`src/itlb_addr_pkg.sv`:
```
`default_nettype none

package itlb_addr_pkg;

    // Sv32 address widths.
    typedef logic [31:0] vaddr_t;
    typedef logic [33:0] paddr_t;
    typedef logic [19:0] vpn_t;
    typedef logic [21:0] ppn_t;

    // Page offset width, 4 KiB pages.
    localparam int PAGE_OFFSET = 12;

    // Width of one VPN level; level 1 sits above level 0.
    localparam int VPN_PART = 10;

endpackage

`default_nettype wire
```
`src/itlb_walk_pkg.sv`:
```
`default_nettype none

package itlb_walk_pkg;

    // Miss handling steps, one walk per port.
    typedef enum logic [1:0] {
        MISS_IDLE,
        MISS_WALK0,
        MISS_WALK1
    } miss_state_t;

    // Status bits of a walk reply: fault above error.
    localparam int WALK_STAT_W = 2;

    // Reply packed as {ppn, super, x, fault, error}.
    localparam int WALK_INFO_W = $bits(itlb_addr_pkg::ppn_t) + 2 + WALK_STAT_W;

endpackage

`default_nettype wire

```
`src/itlb_top.sv`:
```
`timescale 1ns/1ps
`default_nettype none

module itlb_top #(
    parameter int ENTRIES = 8
) (
    input  wire logic                  clk,
    input  wire logic                  rst,
    input  wire logic [1:0]            fetch_req,
    input  itlb_addr_pkg::vaddr_t      fetch_vaddr0,
    input  itlb_addr_pkg::vaddr_t      fetch_vaddr1,
    input  wire logic                  fetch_ready,
    input  wire logic                  fetch_flush,
    input  wire logic                  trans_en,
    output logic                       fetch_miss,
    output itlb_addr_pkg::paddr_t      fetch_paddr0,
    output itlb_addr_pkg::paddr_t      fetch_paddr1,
    output logic [1:0]                 fetch_fault,
    output logic                       walk_req,
    output itlb_addr_pkg::vaddr_t      walk_vaddr,
    input  wire logic                  walk_ready,
    input  wire logic                  walk_valid,
    input  itlb_addr_pkg::ppn_t        walk_ppn,
    input  wire logic                  walk_super,
    input  wire logic                  walk_x,
    input  wire logic                  walk_fault,
    input  wire logic                  walk_error
);
    logic [1:0]             lk_hit;
    logic [1:0]             lk_fault;
    itlb_addr_pkg::paddr_t  lk_paddr0;
    itlb_addr_pkg::paddr_t  lk_paddr1;
    logic                   wp_start;
    itlb_addr_pkg::vaddr_t  wp_addr;
    logic                   wp_done;
    logic                   wp_err;
    logic                   wp_fault;
    itlb_addr_pkg::paddr_t  wp_paddr;
    logic                   rf_en;
    itlb_addr_pkg::vpn_t    rf_vpn;
    itlb_addr_pkg::ppn_t    rf_ppn;
    logic                   rf_super;
    logic                   rf_x;

    itlb_entry_array #(.ENTRIES(ENTRIES)) u_array (
        .clk, .rst, .flush(fetch_flush), .trans_en, .req(fetch_req),
        .vaddr0(fetch_vaddr0), .vaddr1(fetch_vaddr1),
        .refill(rf_en), .refill_vpn(rf_vpn), .refill_ppn(rf_ppn),
        .refill_super(rf_super), .refill_x(rf_x),
        .hit(lk_hit), .paddr0(lk_paddr0), .paddr1(lk_paddr1), .fault(lk_fault)
    );

    itlb_miss_ctrl u_ctrl (
        .clk, .rst, .flush(fetch_flush), .req(fetch_req),
        .vaddr0(fetch_vaddr0), .vaddr1(fetch_vaddr1), .fetch_ready,
        .hit(lk_hit), .lk_paddr0, .lk_paddr1, .lk_fault,
        .walk_done(wp_done), .walk_err(wp_err), .walk_fault(wp_fault),
        .walk_paddr(wp_paddr), .walk_start(wp_start), .walk_addr(wp_addr),
        .fetch_miss, .out_paddr0(fetch_paddr0), .out_paddr1(fetch_paddr1),
        .out_fault(fetch_fault)
    );

    itlb_walk_port u_walk (
        .clk, .rst, .flush(fetch_flush), .start(wp_start), .addr(wp_addr),
        .walk_ready, .walk_valid, .walk_ppn, .walk_super, .walk_x,
        .walk_fault, .walk_error, .walk_req, .walk_vaddr,
        .done(wp_done), .err(wp_err), .fault(wp_fault), .paddr(wp_paddr),
        .refill(rf_en), .refill_vpn(rf_vpn), .refill_ppn(rf_ppn),
        .refill_super(rf_super), .refill_x(rf_x)
    );

endmodule

`default_nettype wire

```
`src/itlb_walk_port.sv`:
```
`timescale 1ns/1ps
`default_nettype none

module itlb_walk_port (
    input  wire logic                  clk,
    input  wire logic                  rst,
    input  wire logic                  flush,
    input  wire logic                  start,
    input  itlb_addr_pkg::vaddr_t      addr,
    input  wire logic                  walk_ready,
    input  wire logic                  walk_valid,
    input  itlb_addr_pkg::ppn_t        walk_ppn,
    input  wire logic                  walk_super,
    input  wire logic                  walk_x,
    input  wire logic                  walk_fault,
    input  wire logic                  walk_error,
    output logic                       walk_req,
    output itlb_addr_pkg::vaddr_t      walk_vaddr,
    output logic                       done,
    output logic                       err,
    output logic                       fault,
    output itlb_addr_pkg::paddr_t      paddr,
    output logic                       refill,
    output itlb_addr_pkg::vpn_t        refill_vpn,
    output itlb_addr_pkg::ppn_t        refill_ppn,
    output logic                       refill_super,
    output logic                       refill_x
);
    localparam int ST = itlb_walk_pkg::WALK_STAT_W;

    logic                                  inflight;
    logic                                  take;
    logic [itlb_walk_pkg::WALK_INFO_W-1:0] info;
    itlb_addr_pkg::ppn_t                   ppn_m;

    assign info = {walk_ppn, walk_super, walk_x, walk_fault, walk_error};
    assign take = walk_valid && inflight && !flush; // Stale replies drop here.

    always_ff @(posedge clk or posedge rst) begin
        if (rst) begin
            walk_req <= 1'b0;
            inflight <= 1'b0;
        end else if (flush) begin
            walk_req <= 1'b0;
            inflight <= 1'b0;
        end else if (start) begin
            walk_req <= 1'b1;
            inflight <= 1'b0;
        end else if (walk_req && walk_ready) begin
            walk_req <= 1'b0;
            inflight <= 1'b1;
        end else if (take) begin
            inflight <= 1'b0;
        end
    end

    always_ff @(posedge clk) begin
        if (start)
            walk_vaddr <= addr;
    end

    // ########################################################################
    // Reply decode and superpage merge.
    always_comb begin
        ppn_m = info[itlb_walk_pkg::WALK_INFO_W-1 -: $bits(itlb_addr_pkg::ppn_t)];
        if (info[ST+1])
            ppn_m[itlb_addr_pkg::VPN_PART-1:0] =
                walk_vaddr[itlb_addr_pkg::PAGE_OFFSET +: itlb_addr_pkg::VPN_PART];
    end

    assign done  = take && !info[0];
    assign err   = take && info[0];
    assign fault = info[1] || !info[ST];                 // No execute is a fault too.
    assign paddr = {ppn_m, walk_vaddr[itlb_addr_pkg::PAGE_OFFSET-1:0]};

    assign refill       = take && info[ST-1:0] == '0;
    assign refill_vpn   = walk_vaddr[31:itlb_addr_pkg::PAGE_OFFSET];
    assign refill_ppn   = walk_ppn;
    assign refill_super = info[ST+1];
    assign refill_x     = info[ST];

endmodule

`default_nettype wire

```
`src/itlb_miss_ctrl.sv`:
```
`timescale 1ns/1ps
`default_nettype none

module itlb_miss_ctrl (
    input  wire logic                  clk,
    input  wire logic                  rst,
    input  wire logic                  flush,
    input  wire logic [1:0]            req,
    input  itlb_addr_pkg::vaddr_t      vaddr0,
    input  itlb_addr_pkg::vaddr_t      vaddr1,
    input  wire logic                  fetch_ready,
    input  wire logic [1:0]            hit,
    input  itlb_addr_pkg::paddr_t      lk_paddr0,
    input  itlb_addr_pkg::paddr_t      lk_paddr1,
    input  wire logic [1:0]            lk_fault,
    input  wire logic                  walk_done,
    input  wire logic                  walk_err,
    input  wire logic                  walk_fault,
    input  itlb_addr_pkg::paddr_t      walk_paddr,
    output logic                       walk_start,
    output itlb_addr_pkg::vaddr_t      walk_addr,
    output logic                       fetch_miss,
    output itlb_addr_pkg::paddr_t      out_paddr0,
    output itlb_addr_pkg::paddr_t      out_paddr1,
    output logic [1:0]                 out_fault
);
    itlb_walk_pkg::miss_state_t state;
    logic                       hold;
    logic [1:0]                 miss;
    logic                       idle_start;
    logic                       buf_miss1;
    logic [1:0]                 buf_fault;
    itlb_addr_pkg::vaddr_t      buf_vaddr0;
    itlb_addr_pkg::vaddr_t      buf_vaddr1;
    itlb_addr_pkg::paddr_t      buf_paddr0;
    itlb_addr_pkg::paddr_t      buf_paddr1;

    assign miss       = req & ~hit;
    assign idle_start = state == itlb_walk_pkg::MISS_IDLE && !hold && |(miss & ~lk_fault);

    // ########################################################################
    // Walk requests, port 0 first.
    always_comb begin
        walk_start = 1'b0;
        walk_addr  = buf_vaddr0;
        case (state)
            itlb_walk_pkg::MISS_IDLE: begin
                walk_start = idle_start;
                walk_addr  = miss[0] ? vaddr0 : vaddr1;
            end
            itlb_walk_pkg::MISS_WALK0: begin
                if (walk_err) begin
                    walk_start = 1'b1;                // Same page again.
                end else if (walk_done && buf_miss1) begin
                    walk_start = 1'b1;
                    walk_addr  = buf_vaddr1;
                end
            end
            itlb_walk_pkg::MISS_WALK1: begin
                walk_start = walk_err;
                walk_addr  = buf_vaddr1;
            end
            default: ;
        endcase
        if (flush)
            walk_start = 1'b0;
    end

    always_ff @(posedge clk or posedge rst) begin
        if (rst) begin
            state     <= itlb_walk_pkg::MISS_IDLE;
            hold      <= 1'b0;
            buf_miss1 <= 1'b0;
            buf_fault <= '0;
        end else if (flush) begin
            state <= itlb_walk_pkg::MISS_IDLE;
            hold  <= 1'b0;
        end else begin
            case (state)
                itlb_walk_pkg::MISS_IDLE: begin
                    if (hold) begin
                        if (fetch_ready)
                            hold <= 1'b0;
                    end else if (idle_start) begin
                        buf_miss1 <= miss[1];
                        buf_fault <= lk_fault;
                        state     <= miss[0] ? itlb_walk_pkg::MISS_WALK0
                                             : itlb_walk_pkg::MISS_WALK1;
                    end
                end
                itlb_walk_pkg::MISS_WALK0: begin
                    if (walk_done) begin
                        buf_fault[0] <= walk_fault;
                        if (buf_miss1) begin
                            state <= itlb_walk_pkg::MISS_WALK1;
                        end else begin
                            state <= itlb_walk_pkg::MISS_IDLE;
                            hold  <= 1'b1;
                        end
                    end
                end
                itlb_walk_pkg::MISS_WALK1: begin
                    if (walk_done) begin
                        buf_fault[1] <= walk_fault;
                        state        <= itlb_walk_pkg::MISS_IDLE;
                        hold         <= 1'b1;
                    end
                end
                default: state <= itlb_walk_pkg::MISS_IDLE;
            endcase
        end
    end

    // Request buffer, lookup results first and walk results on top.
    always_ff @(posedge clk) begin
        if (state == itlb_walk_pkg::MISS_IDLE && !hold) begin
            buf_vaddr0 <= vaddr0;
            buf_vaddr1 <= vaddr1;
            buf_paddr0 <= lk_paddr0;
            buf_paddr1 <= lk_paddr1;
        end
        if (state == itlb_walk_pkg::MISS_WALK0 && walk_done)
            buf_paddr0 <= walk_paddr;
        if (state == itlb_walk_pkg::MISS_WALK1 && walk_done)
            buf_paddr1 <= walk_paddr;
    end

    // ########################################################################
    // Fetch side.
    assign fetch_miss = !hold && (state != itlb_walk_pkg::MISS_IDLE || |miss);
    assign out_paddr0 = hold ? buf_paddr0 : lk_paddr0;
    assign out_paddr1 = hold ? buf_paddr1 : lk_paddr1;
    assign out_fault  = hold ? buf_fault : lk_fault;

endmodule

`default_nettype wire

```
`src/itlb_entry_array.sv`:
```
`timescale 1ns/1ps
`default_nettype none

module itlb_entry_array #(
    parameter int ENTRIES = 8
) (
    input  wire logic                  clk,
    input  wire logic                  rst,
    input  wire logic                  flush,
    input  wire logic                  trans_en,
    input  wire logic [1:0]            req,
    input  itlb_addr_pkg::vaddr_t      vaddr0,
    input  itlb_addr_pkg::vaddr_t      vaddr1,
    input  wire logic                  refill,
    input  itlb_addr_pkg::vpn_t        refill_vpn,
    input  itlb_addr_pkg::ppn_t        refill_ppn,
    input  wire logic                  refill_super,
    input  wire logic                  refill_x,
    output logic [1:0]                 hit,
    output itlb_addr_pkg::paddr_t      paddr0,
    output itlb_addr_pkg::paddr_t      paddr1,
    output logic [1:0]                 fault
);
    localparam int IDX_W = $clog2(ENTRIES);
    localparam int VP = itlb_addr_pkg::VPN_PART;

    logic [ENTRIES-1:0]         valid;
    itlb_addr_pkg::vpn_t        tag   [ENTRIES];
    itlb_addr_pkg::ppn_t        ppn   [ENTRIES];
    logic [ENTRIES-1:0]         sup;
    logic [ENTRIES-1:0]         xok;
    logic [7:0]                 lfsr;
    logic [IDX_W-1:0]           victim;
    itlb_addr_pkg::vaddr_t      va    [2];
    itlb_addr_pkg::paddr_t      pa    [2];

    assign va[0]  = vaddr0;
    assign va[1]  = vaddr1;
    assign paddr0 = pa[0];
    assign paddr1 = pa[1];

    // ########################################################################
    // Lookup, one copy per fetch port.
    for (genvar p = 0; p < 2; p++) begin : g_port
        itlb_addr_pkg::vpn_t vpn;
        itlb_addr_pkg::ppn_t ppn_hit;
        logic                match;
        logic                sup_hit;
        logic                x_hit;

        assign vpn = va[p][31:itlb_addr_pkg::PAGE_OFFSET];

        always_comb begin
            match   = 1'b0;
            ppn_hit = '0;
            sup_hit = 1'b0;
            x_hit   = 1'b0;
            for (int i = 0; i < ENTRIES; i++) begin
                if (valid[i] && tag[i][2*VP-1:VP] == vpn[2*VP-1:VP] &&
                    (sup[i] || tag[i][VP-1:0] == vpn[VP-1:0])) begin
                    match   = 1'b1;
                    ppn_hit = ppn[i];
                    sup_hit = sup[i];
                    x_hit   = xok[i];
                end
            end
            if (sup_hit)
                ppn_hit[VP-1:0] = vpn[VP-1:0]; // Superpage keeps level 0 of the VPN.
        end

        assign hit[p]   = !trans_en || match;
        assign fault[p] = trans_en && req[p] && match && !x_hit;
        assign pa[p]    = trans_en ?
                          {ppn_hit, va[p][itlb_addr_pkg::PAGE_OFFSET-1:0]} : {2'b00, va[p]};
    end

    // ########################################################################
    // Refill way: lowest invalid entry, else the LFSR.
    always_comb begin
        victim = lfsr[IDX_W-1:0];
        for (int i = ENTRIES - 1; i >= 0; i--) begin
            if (!valid[i])
                victim = IDX_W'(i);
        end
    end

    always_ff @(posedge clk or posedge rst) begin
        if (rst) begin
            valid <= '0;
            lfsr  <= 8'h01;
        end else begin
            lfsr <= {lfsr[6:0], lfsr[7] ^ lfsr[5] ^ lfsr[4] ^ lfsr[3]}; // Maximal length.
            if (flush)
                valid <= '0;
            else if (refill)
                valid[victim] <= 1'b1;
        end
    end

    always_ff @(posedge clk) begin
        if (refill && !flush) begin
            tag[victim] <= refill_vpn;
            ppn[victim] <= refill_ppn;
            sup[victim] <= refill_super;
            xok[victim] <= refill_x;
        end
    end

endmodule

`default_nettype wire

```
`config.mk`:
```
export PLATFORM = sky130hd
export DESIGN_NAME = itlb_top
export DESIGN_NICKNAME = d
export VERILOG_FILES = /design/src/itlb_addr_pkg.sv /design/src/itlb_walk_pkg.sv /design/src/itlb_top.sv /design/src/itlb_walk_port.sv /design/src/itlb_miss_ctrl.sv /design/src/itlb_entry_array.sv
export SDC_FILE = /design/constraint.sdc
export NUM_CORES = 1
export LEC_CHECK = 0
export BUFFER_PORTS_ARGS = -buffer_cell sky130_fd_sc_hd__buf_2
export CORE_MARGIN = 2
export CORE_UTILIZATION = 45
export CTS_BUF_LIST = sky130_fd_sc_hd__clkbuf_4
export DETAILED_ROUTE_END_ITERATION = 6
export SLEW_MARGIN = 20
export SYNTH_ARGS = -nofsm -noshare
export SYNTH_HDL_FRONTEND = slang
export SYNTH_SLANG_ARGS = --single-unit
```
`constraint.sdc`:
```
create_clock -name clk -period 5.26 [get_ports clk]
set_input_delay 0.263 -clock clk [delete_from_list [all_inputs] [get_ports clk]]
set_output_delay 0.263 -clock clk [all_outputs]
set_load 0.01 [all_outputs]
```
[Word level (Yosys, flattened, before mapping)]
Memories as Yosys holds them, arrays and structs flattened.
Index checks and enable logic that the tools add are counted.
W data, S select, Z words.
Operators by class
  add/subtract/negate cells: 0
  multiply operators: 0
  divide/modulo/power cells: 0
  order comparisons: 2
  equal/unequal tests: 43
  shift-type cells: 0
  mux-type cells: 127
  bitwise gates (word level): 10
  reductions and logical operators: 97
Operators by type and width (number)
  $mux W22: 16
  $eq A10 B10 Y1: 32
  $mux W34: 8
  $mux W32: 3
  $pmux W32 S3: 1
  $mux W1: 68
  $logic_and A1 B1 Y1: 52
  $mux W10: 3
  $mux W3: 8
  $logic_or A1 B1 Y1: 20
  $mux W2: 10
  $bwmux W8: 2
  $mux W8: 2
  $reduce_and A4 Y1: 3
  $reduce_bool A2 Y1: 6
  $reduce_and A5 Y1: 2
  $ne A3 B2 Y1 const B: 3
  $or A8 B8 Y8: 1
  $reduce_bool A4 Y1: 2
  $logic_not A1 Y1: 7
  $ne A2 B1 Y1 const B: 3
  $ne A3 B3 Y1 const B: 2
  $pmux W1 S3: 2
  $pmux W2 S3: 1
  14 further kinds: 22
Word-level totals
  register bits: 204
  latch bits: 0
  memory bits (writable): 336
  ROM bits: 0
  bits of input ports: 99
  output and inout port bits: 104
  logic and storage cells: 297
  memories kept: 2
Memory list
  u_array.ppn: words 8, bits a word 22, read ports 8, clocked after Yosys merged registers in 0, wr ports 1, line itlb_entry_array.sv:29  | itlb_addr_pkg::ppn_t ppn [ENTRIES];
  u_array.tag: words 8, bits a word 20, read ports 8, clocked after Yosys merged registers in 0, wr ports 1, line itlb_entry_array.sv:28  | itlb_addr_pkg::vpn_t tag [ENTRIES];

[Longest topological paths before layout]
  depth after elaboration: 21
  mapped depth: 13
  mapped depth without buffers: 10

[Cells and area by module]
A second synthesis with hierarchy kept.
Unflattened totals
  cells, all modules: 2179
  area, all modules: 28015.6 µm²
Modules (own cells, without submodules)
  itlb_entry_array: times used 1, cells each 1558, area each 19324.8 µm²
  itlb_miss_ctrl: times used 1, cells each 495, area each 6941.7 µm²
  itlb_walk_port: times used 1, cells each 126, area each 1749.2 µm²

[Worst setup path after synthesis]
Ideal clock, no wire load.
  path kind: input-to-reg
  from: input port fetch_vaddr1[13]
  to: register u_walk.walk_vaddr[0] (enable)
  library setup time: 0.421 ns
  arrival: 3.671 ns
  required time: 4.839 ns
  setup slack: 1.168 ns
  cell stages on the path: 11
  cells stage by stage: buf_4 xor2_1 nor4_1 a41oi_1 and2b_1 nand4b_1 or4_4 nor2b_4 o32a_1 or2_1 nor2_1
Between the ends
  cells in the longest elaborated chain, start to end: 19
Ends and longest elaborated chain
  from (decl): line itlb_top.sv:11  | input itlb_addr_pkg::vaddr_t fetch_vaddr1,
  $eq A10 B10 Y1: line itlb_entry_array.sv:60  | (sup[i] || tag[i][VP-1:0] == vpn[VP-1:0])) begin
  $logic_or A1 B1 Y1: line itlb_entry_array.sv:60
  $logic_and A1 B1 Y1: line itlb_entry_array.sv:59  | if (valid[i] && tag[i][2*VP-1:VP] == vpn[2*VP-1:VP] &&
  $mux W1 (8 in series): line itlb_entry_array.sv:59
  $logic_or A1 B1 Y1, or another cell as far along: line itlb_entry_array.sv:71  | assign hit[p] = !trans_en || match;
  $not A2 Y2 or $logic_and A1 B1 Y1 (tied branches): line itlb_miss_ctrl.sv:38, itlb_entry_array.sv:72
  $and A2 B2 Y2 or $not A2 Y2 (tied branches): line itlb_miss_ctrl.sv:38, itlb_miss_ctrl.sv:39
  $and A2 B2 Y2 (*): line itlb_miss_ctrl.sv:39  | assign idle_start = state == itlb_walk_pkg::MISS_IDLE && !hold && |(miss & ~lk_fault);
  $reduce_or A2 Y1 (*): line itlb_miss_ctrl.sv:39
  $logic_and A1 B1 Y1 (*): line itlb_miss_ctrl.sv:39
  $pmux W1 S3 (*): line itlb_miss_ctrl.sv:46  | case (state)
  $mux W1 (*): line itlb_miss_ctrl.sv:65  | if (flush)
  net u_ctrl.walk_start: line itlb_miss_ctrl.sv:20  | output logic walk_start,
  to (signal assigned): line itlb_walk_port.sv:59  | walk_vaddr <= addr;
  to (decl): line itlb_walk_port.sv:18  | output itlb_addr_pkg::vaddr_t walk_vaddr,
The timed path passes the listed nets; every way through them passes the cells marked *.
A chain may end at the register's enable or synchronous reset.

==> flow_summary.ini <==
[cts]
cts_buffers = 142
clock_latency_ns = 1.01
htree_levels = 4
cts_sinks = 540
cts_tree = yes
clk_pin_slew_ns = 0.06
cts_buffer_depth = 3
cts_root_buf = clkbuf_4

[global_route]
met2_usage_pct = 50.0
use_met1_pct = 42.2
overflow = 0
gr-usage-all-layers_pct = 32.1
grt-busiest-layer = met2
grt_max_degree = 66
grt_use_met3_pct = 8.18
antenna_found_initial = 8
grt_pass1_wl_um = 148000
grt_pass1_vias = 22000

[critical_path]
cp.required_ns = 5.00
path_cells = xor2_1 -> nor4_1 -> a41o_1 -> nand2_1 -> nand2_1 -> or3_1 -> o21a_1 -> buf_4 -> mux2i_1 -> o21ai_0 -> buf_2
start_kind = flop
worst-path-buf-inv = 2
crit_slowest_cell = nor4_1
cp_data_arrival_time_ns = 4.93
critPathMaxFanout = 12
max_stage_delay_ns = 0.67
criticalPathCategory = flop to primary output
cp-end-kind = primary output
cp_common_cell = nand2_1
crit_family = simple AND/OR/NAND/NOR gates
r2r_slack_ns = 1.02

[floorplanning]
start_util_pct = 45.3
die_x_um = 253
core_sq_um = 61400
rows = 91
die_area_sq_um = 63800
die_h_um = 253
ios = 203

[detailed_routing]
wirelength_um = 103000
num_vias = 22600
drcViolationCount = 0
ant_nets = 0
routedWlPerCell_um = 28.1
vias_per_cell = 6.14
drt-initial-drc-count = 3253
firstDrtPassIters = 6

[flow_run]
drv_cap = 0

[placement]
place_congestion = 0.975
port_buffers = 202
pre_cts_ws_ns = 0.855
dp.cells = 3298
hpwl_um = 69200

[hold_path]
hold_path.class = primary input to flop

[timing]
rsz0062_at_grt = no
fin_crit_sh_pct = 98.7
min_period_ns = 5.19
slew_viol_final = 0
hold_viol = 0
finClkSkew_ns = 0.0574
finalSetupViolCount = 0
fmax_mhz = 193
slew-limit-headroom_pct = 17.5
setup_ws_ns = 0.0690
fin_setup_tns_ns = 0
worst_pin_slew_ns = 1.23
worst_hold_slack_ns = 0.137

[synthesis]
synthArstFlopShare_pct = 4.44
ys_ff_latch = 540
yosysSeqAreaShare_pct = 57.9
synthCells = 2388
synth_area_sq_um = 27800
yosysTopAreaCellShare_pct = 55.7
yosys-top-cells-area = edfxtp_1 (56%), xnor2_1 (7.9%), nand2_1 (3.4%), mux2i_1 (2.7%), o21ai_0 (2.6%)
ys_warn_count = 0
synth_nets = 2491
synth-edff-count = 516
yosysUniqueCellTypes = 84
synth_top_cell_by_area = edfxtp_1
synth_top_flop_cell = edfxtp_1
syn_area_per_cell_sq_um = 11.7

[final_layout]
area_delta_synth_final_pct = 18.4
n_fill_cell = 5343
post_layout_nonfiller_instances = 3679
multiInputGateArea_sq_um = 11000
regArea_sq_um = 16100
nets = 2886
drive_gt1_share_pct = 20.8

[power_and_ir_drop]
ir_worst_vdd_mv = 0.254
leakagePower_nw = 11.6
power.switching_mw = 3.68
power.internal_mw = 8.36
power_frac_clock_pct = 31.7
power.density_nw_per_um2 = 365
switching_share_pct = 30.5
power_mw = 12.0
combPwrFrac_pct = 19.2
seq_power_share_pct = 49.1

[outcome]
status = finished clean
cells in the final DEF, fill, tap and decap left out, types with 8 or more instances in the layout:
master	count
xor2_1	71
inv_1	31
and2_1	9
a31oi_1	27
nor4_1	18
nand3_1	52
o31ai_1	16
a22oi_1	48
nor2_4	10
mux2i_1	74
o21ai_1	29
mux2_2	48
clkinv_1	22
nor2b_1	10
buf_2	202
nand2_1	252
xnor2_1	252
nor3b_1	10
nor2_1	133
a21oi_1	114
clkbuf_4	203
o221ai_1	19
o2111ai_1	9
nor3_1	29
nand4_1	62
dlygate4sd3_1	129
o211ai_1	15
a211oi_1	20
a221oi_1	13
o21ai_0	143
or3_1	25
nand2b_1	16
dfrtp_1	22
o22ai_1	9
inv_2	8
buf_4	72
edfxtp_1	516
final cells by class:
| type | count | area share (%) |
|---|---|---|
| Sequential cell | 540 | 48.9 |
| Multi-Input combinational cell | 1663 | 33.5 |
| Timing Repair Buffer | 404 | 8.69 |
| Clock buffer | 203 | 4.63 |
| Tap cell | 790 | 3.00 |
| Clock inverter | 42 | 0.915 |
| Inverter | 32 | 0.365 |
| Antenna cell | 5 | 0.0380 |
power groups by stage:
stage	combinational, mW	sequential (mW)	clock, mW
finish	2.31	5.91	3.82
global route	2.46	5.96	4.10
CTS	2.30	5.91	3.88
detailed placement	2.20	5.99	0
global placement	2.17	5.97	0
floorplan	1.27	5.87	0
through the flow:
stage	util (%)	cell area, sq um
2_1_floorplan	-	27800
3_3_place_gp	48.5	29700
3_5_place_dp	48.5	29700
4_1_cts	53.6	32900
5_1_grt	53.7	32900
6_report	53.7	32900
state kept, by name (all words and copies together), names as in the netlist:
register	count
u_walk.walk_req	1
u_array.tag	160
u_ctrl.buf_vaddr1	32
u_ctrl.state	2
u_array.xok	8
u_walk.walk_vaddr	32
u_array.lfsr	8
u_array.valid	8
u_ctrl.buf_vaddr0	32
u_ctrl.buf_fault	2
u_array.ppn	176
u_ctrl.hold	1
u_array.sup	8
u_ctrl.buf_paddr0	34
u_ctrl.buf_paddr1	34
u_ctrl.buf_miss1	1
u_walk.inflight	1
worst paths after layout:
kind,start,to,cells past startpoint
hold reg to reg,u_array.lfsr[6],u_array.lfsr[7],0
hold / removal,fetch_vaddr0[9],u_ctrl.buf_paddr0[9],4
min in group asynchronous,rst,u_array.valid[2],4
setup / recovery,u_array.tag[6][8],fetch_paddr0[12],11
max in group asynchronous,rst,u_ctrl.hold,4
setup reg to reg,u_array.tag[7][9],u_walk.walk_vaddr[2],11
per-layer routing:
layer / routed length [um] / share of wire, % / up-vias
met5: 27 / 0.026 / -
met3: 11100 / 11 / 289
met4: 4330 / 4.2 / 4
met2: 47200 / 46 / 1525
li1: - / - / 9784
met1: 40600 / 39 / 11000
what timing repair did:
| action | in CTS | in global routing |
|---|---|---|
| hold endpoints to repair | 406 | 0 |
| endpoints found under the setup margin | 1 | 18 |
| cloned | 0 | 0 |
| resized for setup | 1 | 8 |
| pin swaps | 1 | 0 |
| hold buffers | 129 | 0 |
| setup buffers | 2 | 0 |
cell usage after synthesis (all sizes together), types with 14 or more instances:
master / n
edfxtp: 516
nor2: 145
or3: 25
clkbuf: 81
xnor2: 252
buf: 72
nor2b: 14
nor4: 23
o211ai: 16
xor2: 71
o221ai: 19
a22oi: 48
dfrtp: 23
a21oi: 115
a211oi: 21
nand3: 52
nor3: 31
a31oi: 27
o21ai: 175
mux2: 55
o31ai: 16
mux2i: 74
nand2b: 17
inv: 32
nand4: 64
nand2: 255
kinds of logic after synthesis:
group | count (synthesis) | synth area share, %
mux | 129 | 4.89
buf+inv | 185 | 3.17
fa+ha+maj | 4 | 0.180
compound gates | 532 | 12.3
flops | 540 | 57.9
xor+xnor | 323 | 10.2
simple gates | 675 | 11.5
worst reg2reg max path, stage by stage, from the launching register on:
cell and delay, ns:
edfxtp_1 0.48, xnor2_1 0.17, nand4_1 0.14, nor4_2 0.11, o21ai_0 0.88, nand4b_1 0.31
or4_4 0.52, nor2b_4 0.16, o32a_1 0.19, or2_1 0.27, nor2_4 0.38, buf_12 0.25
Power figures use the tool's default switching activity.
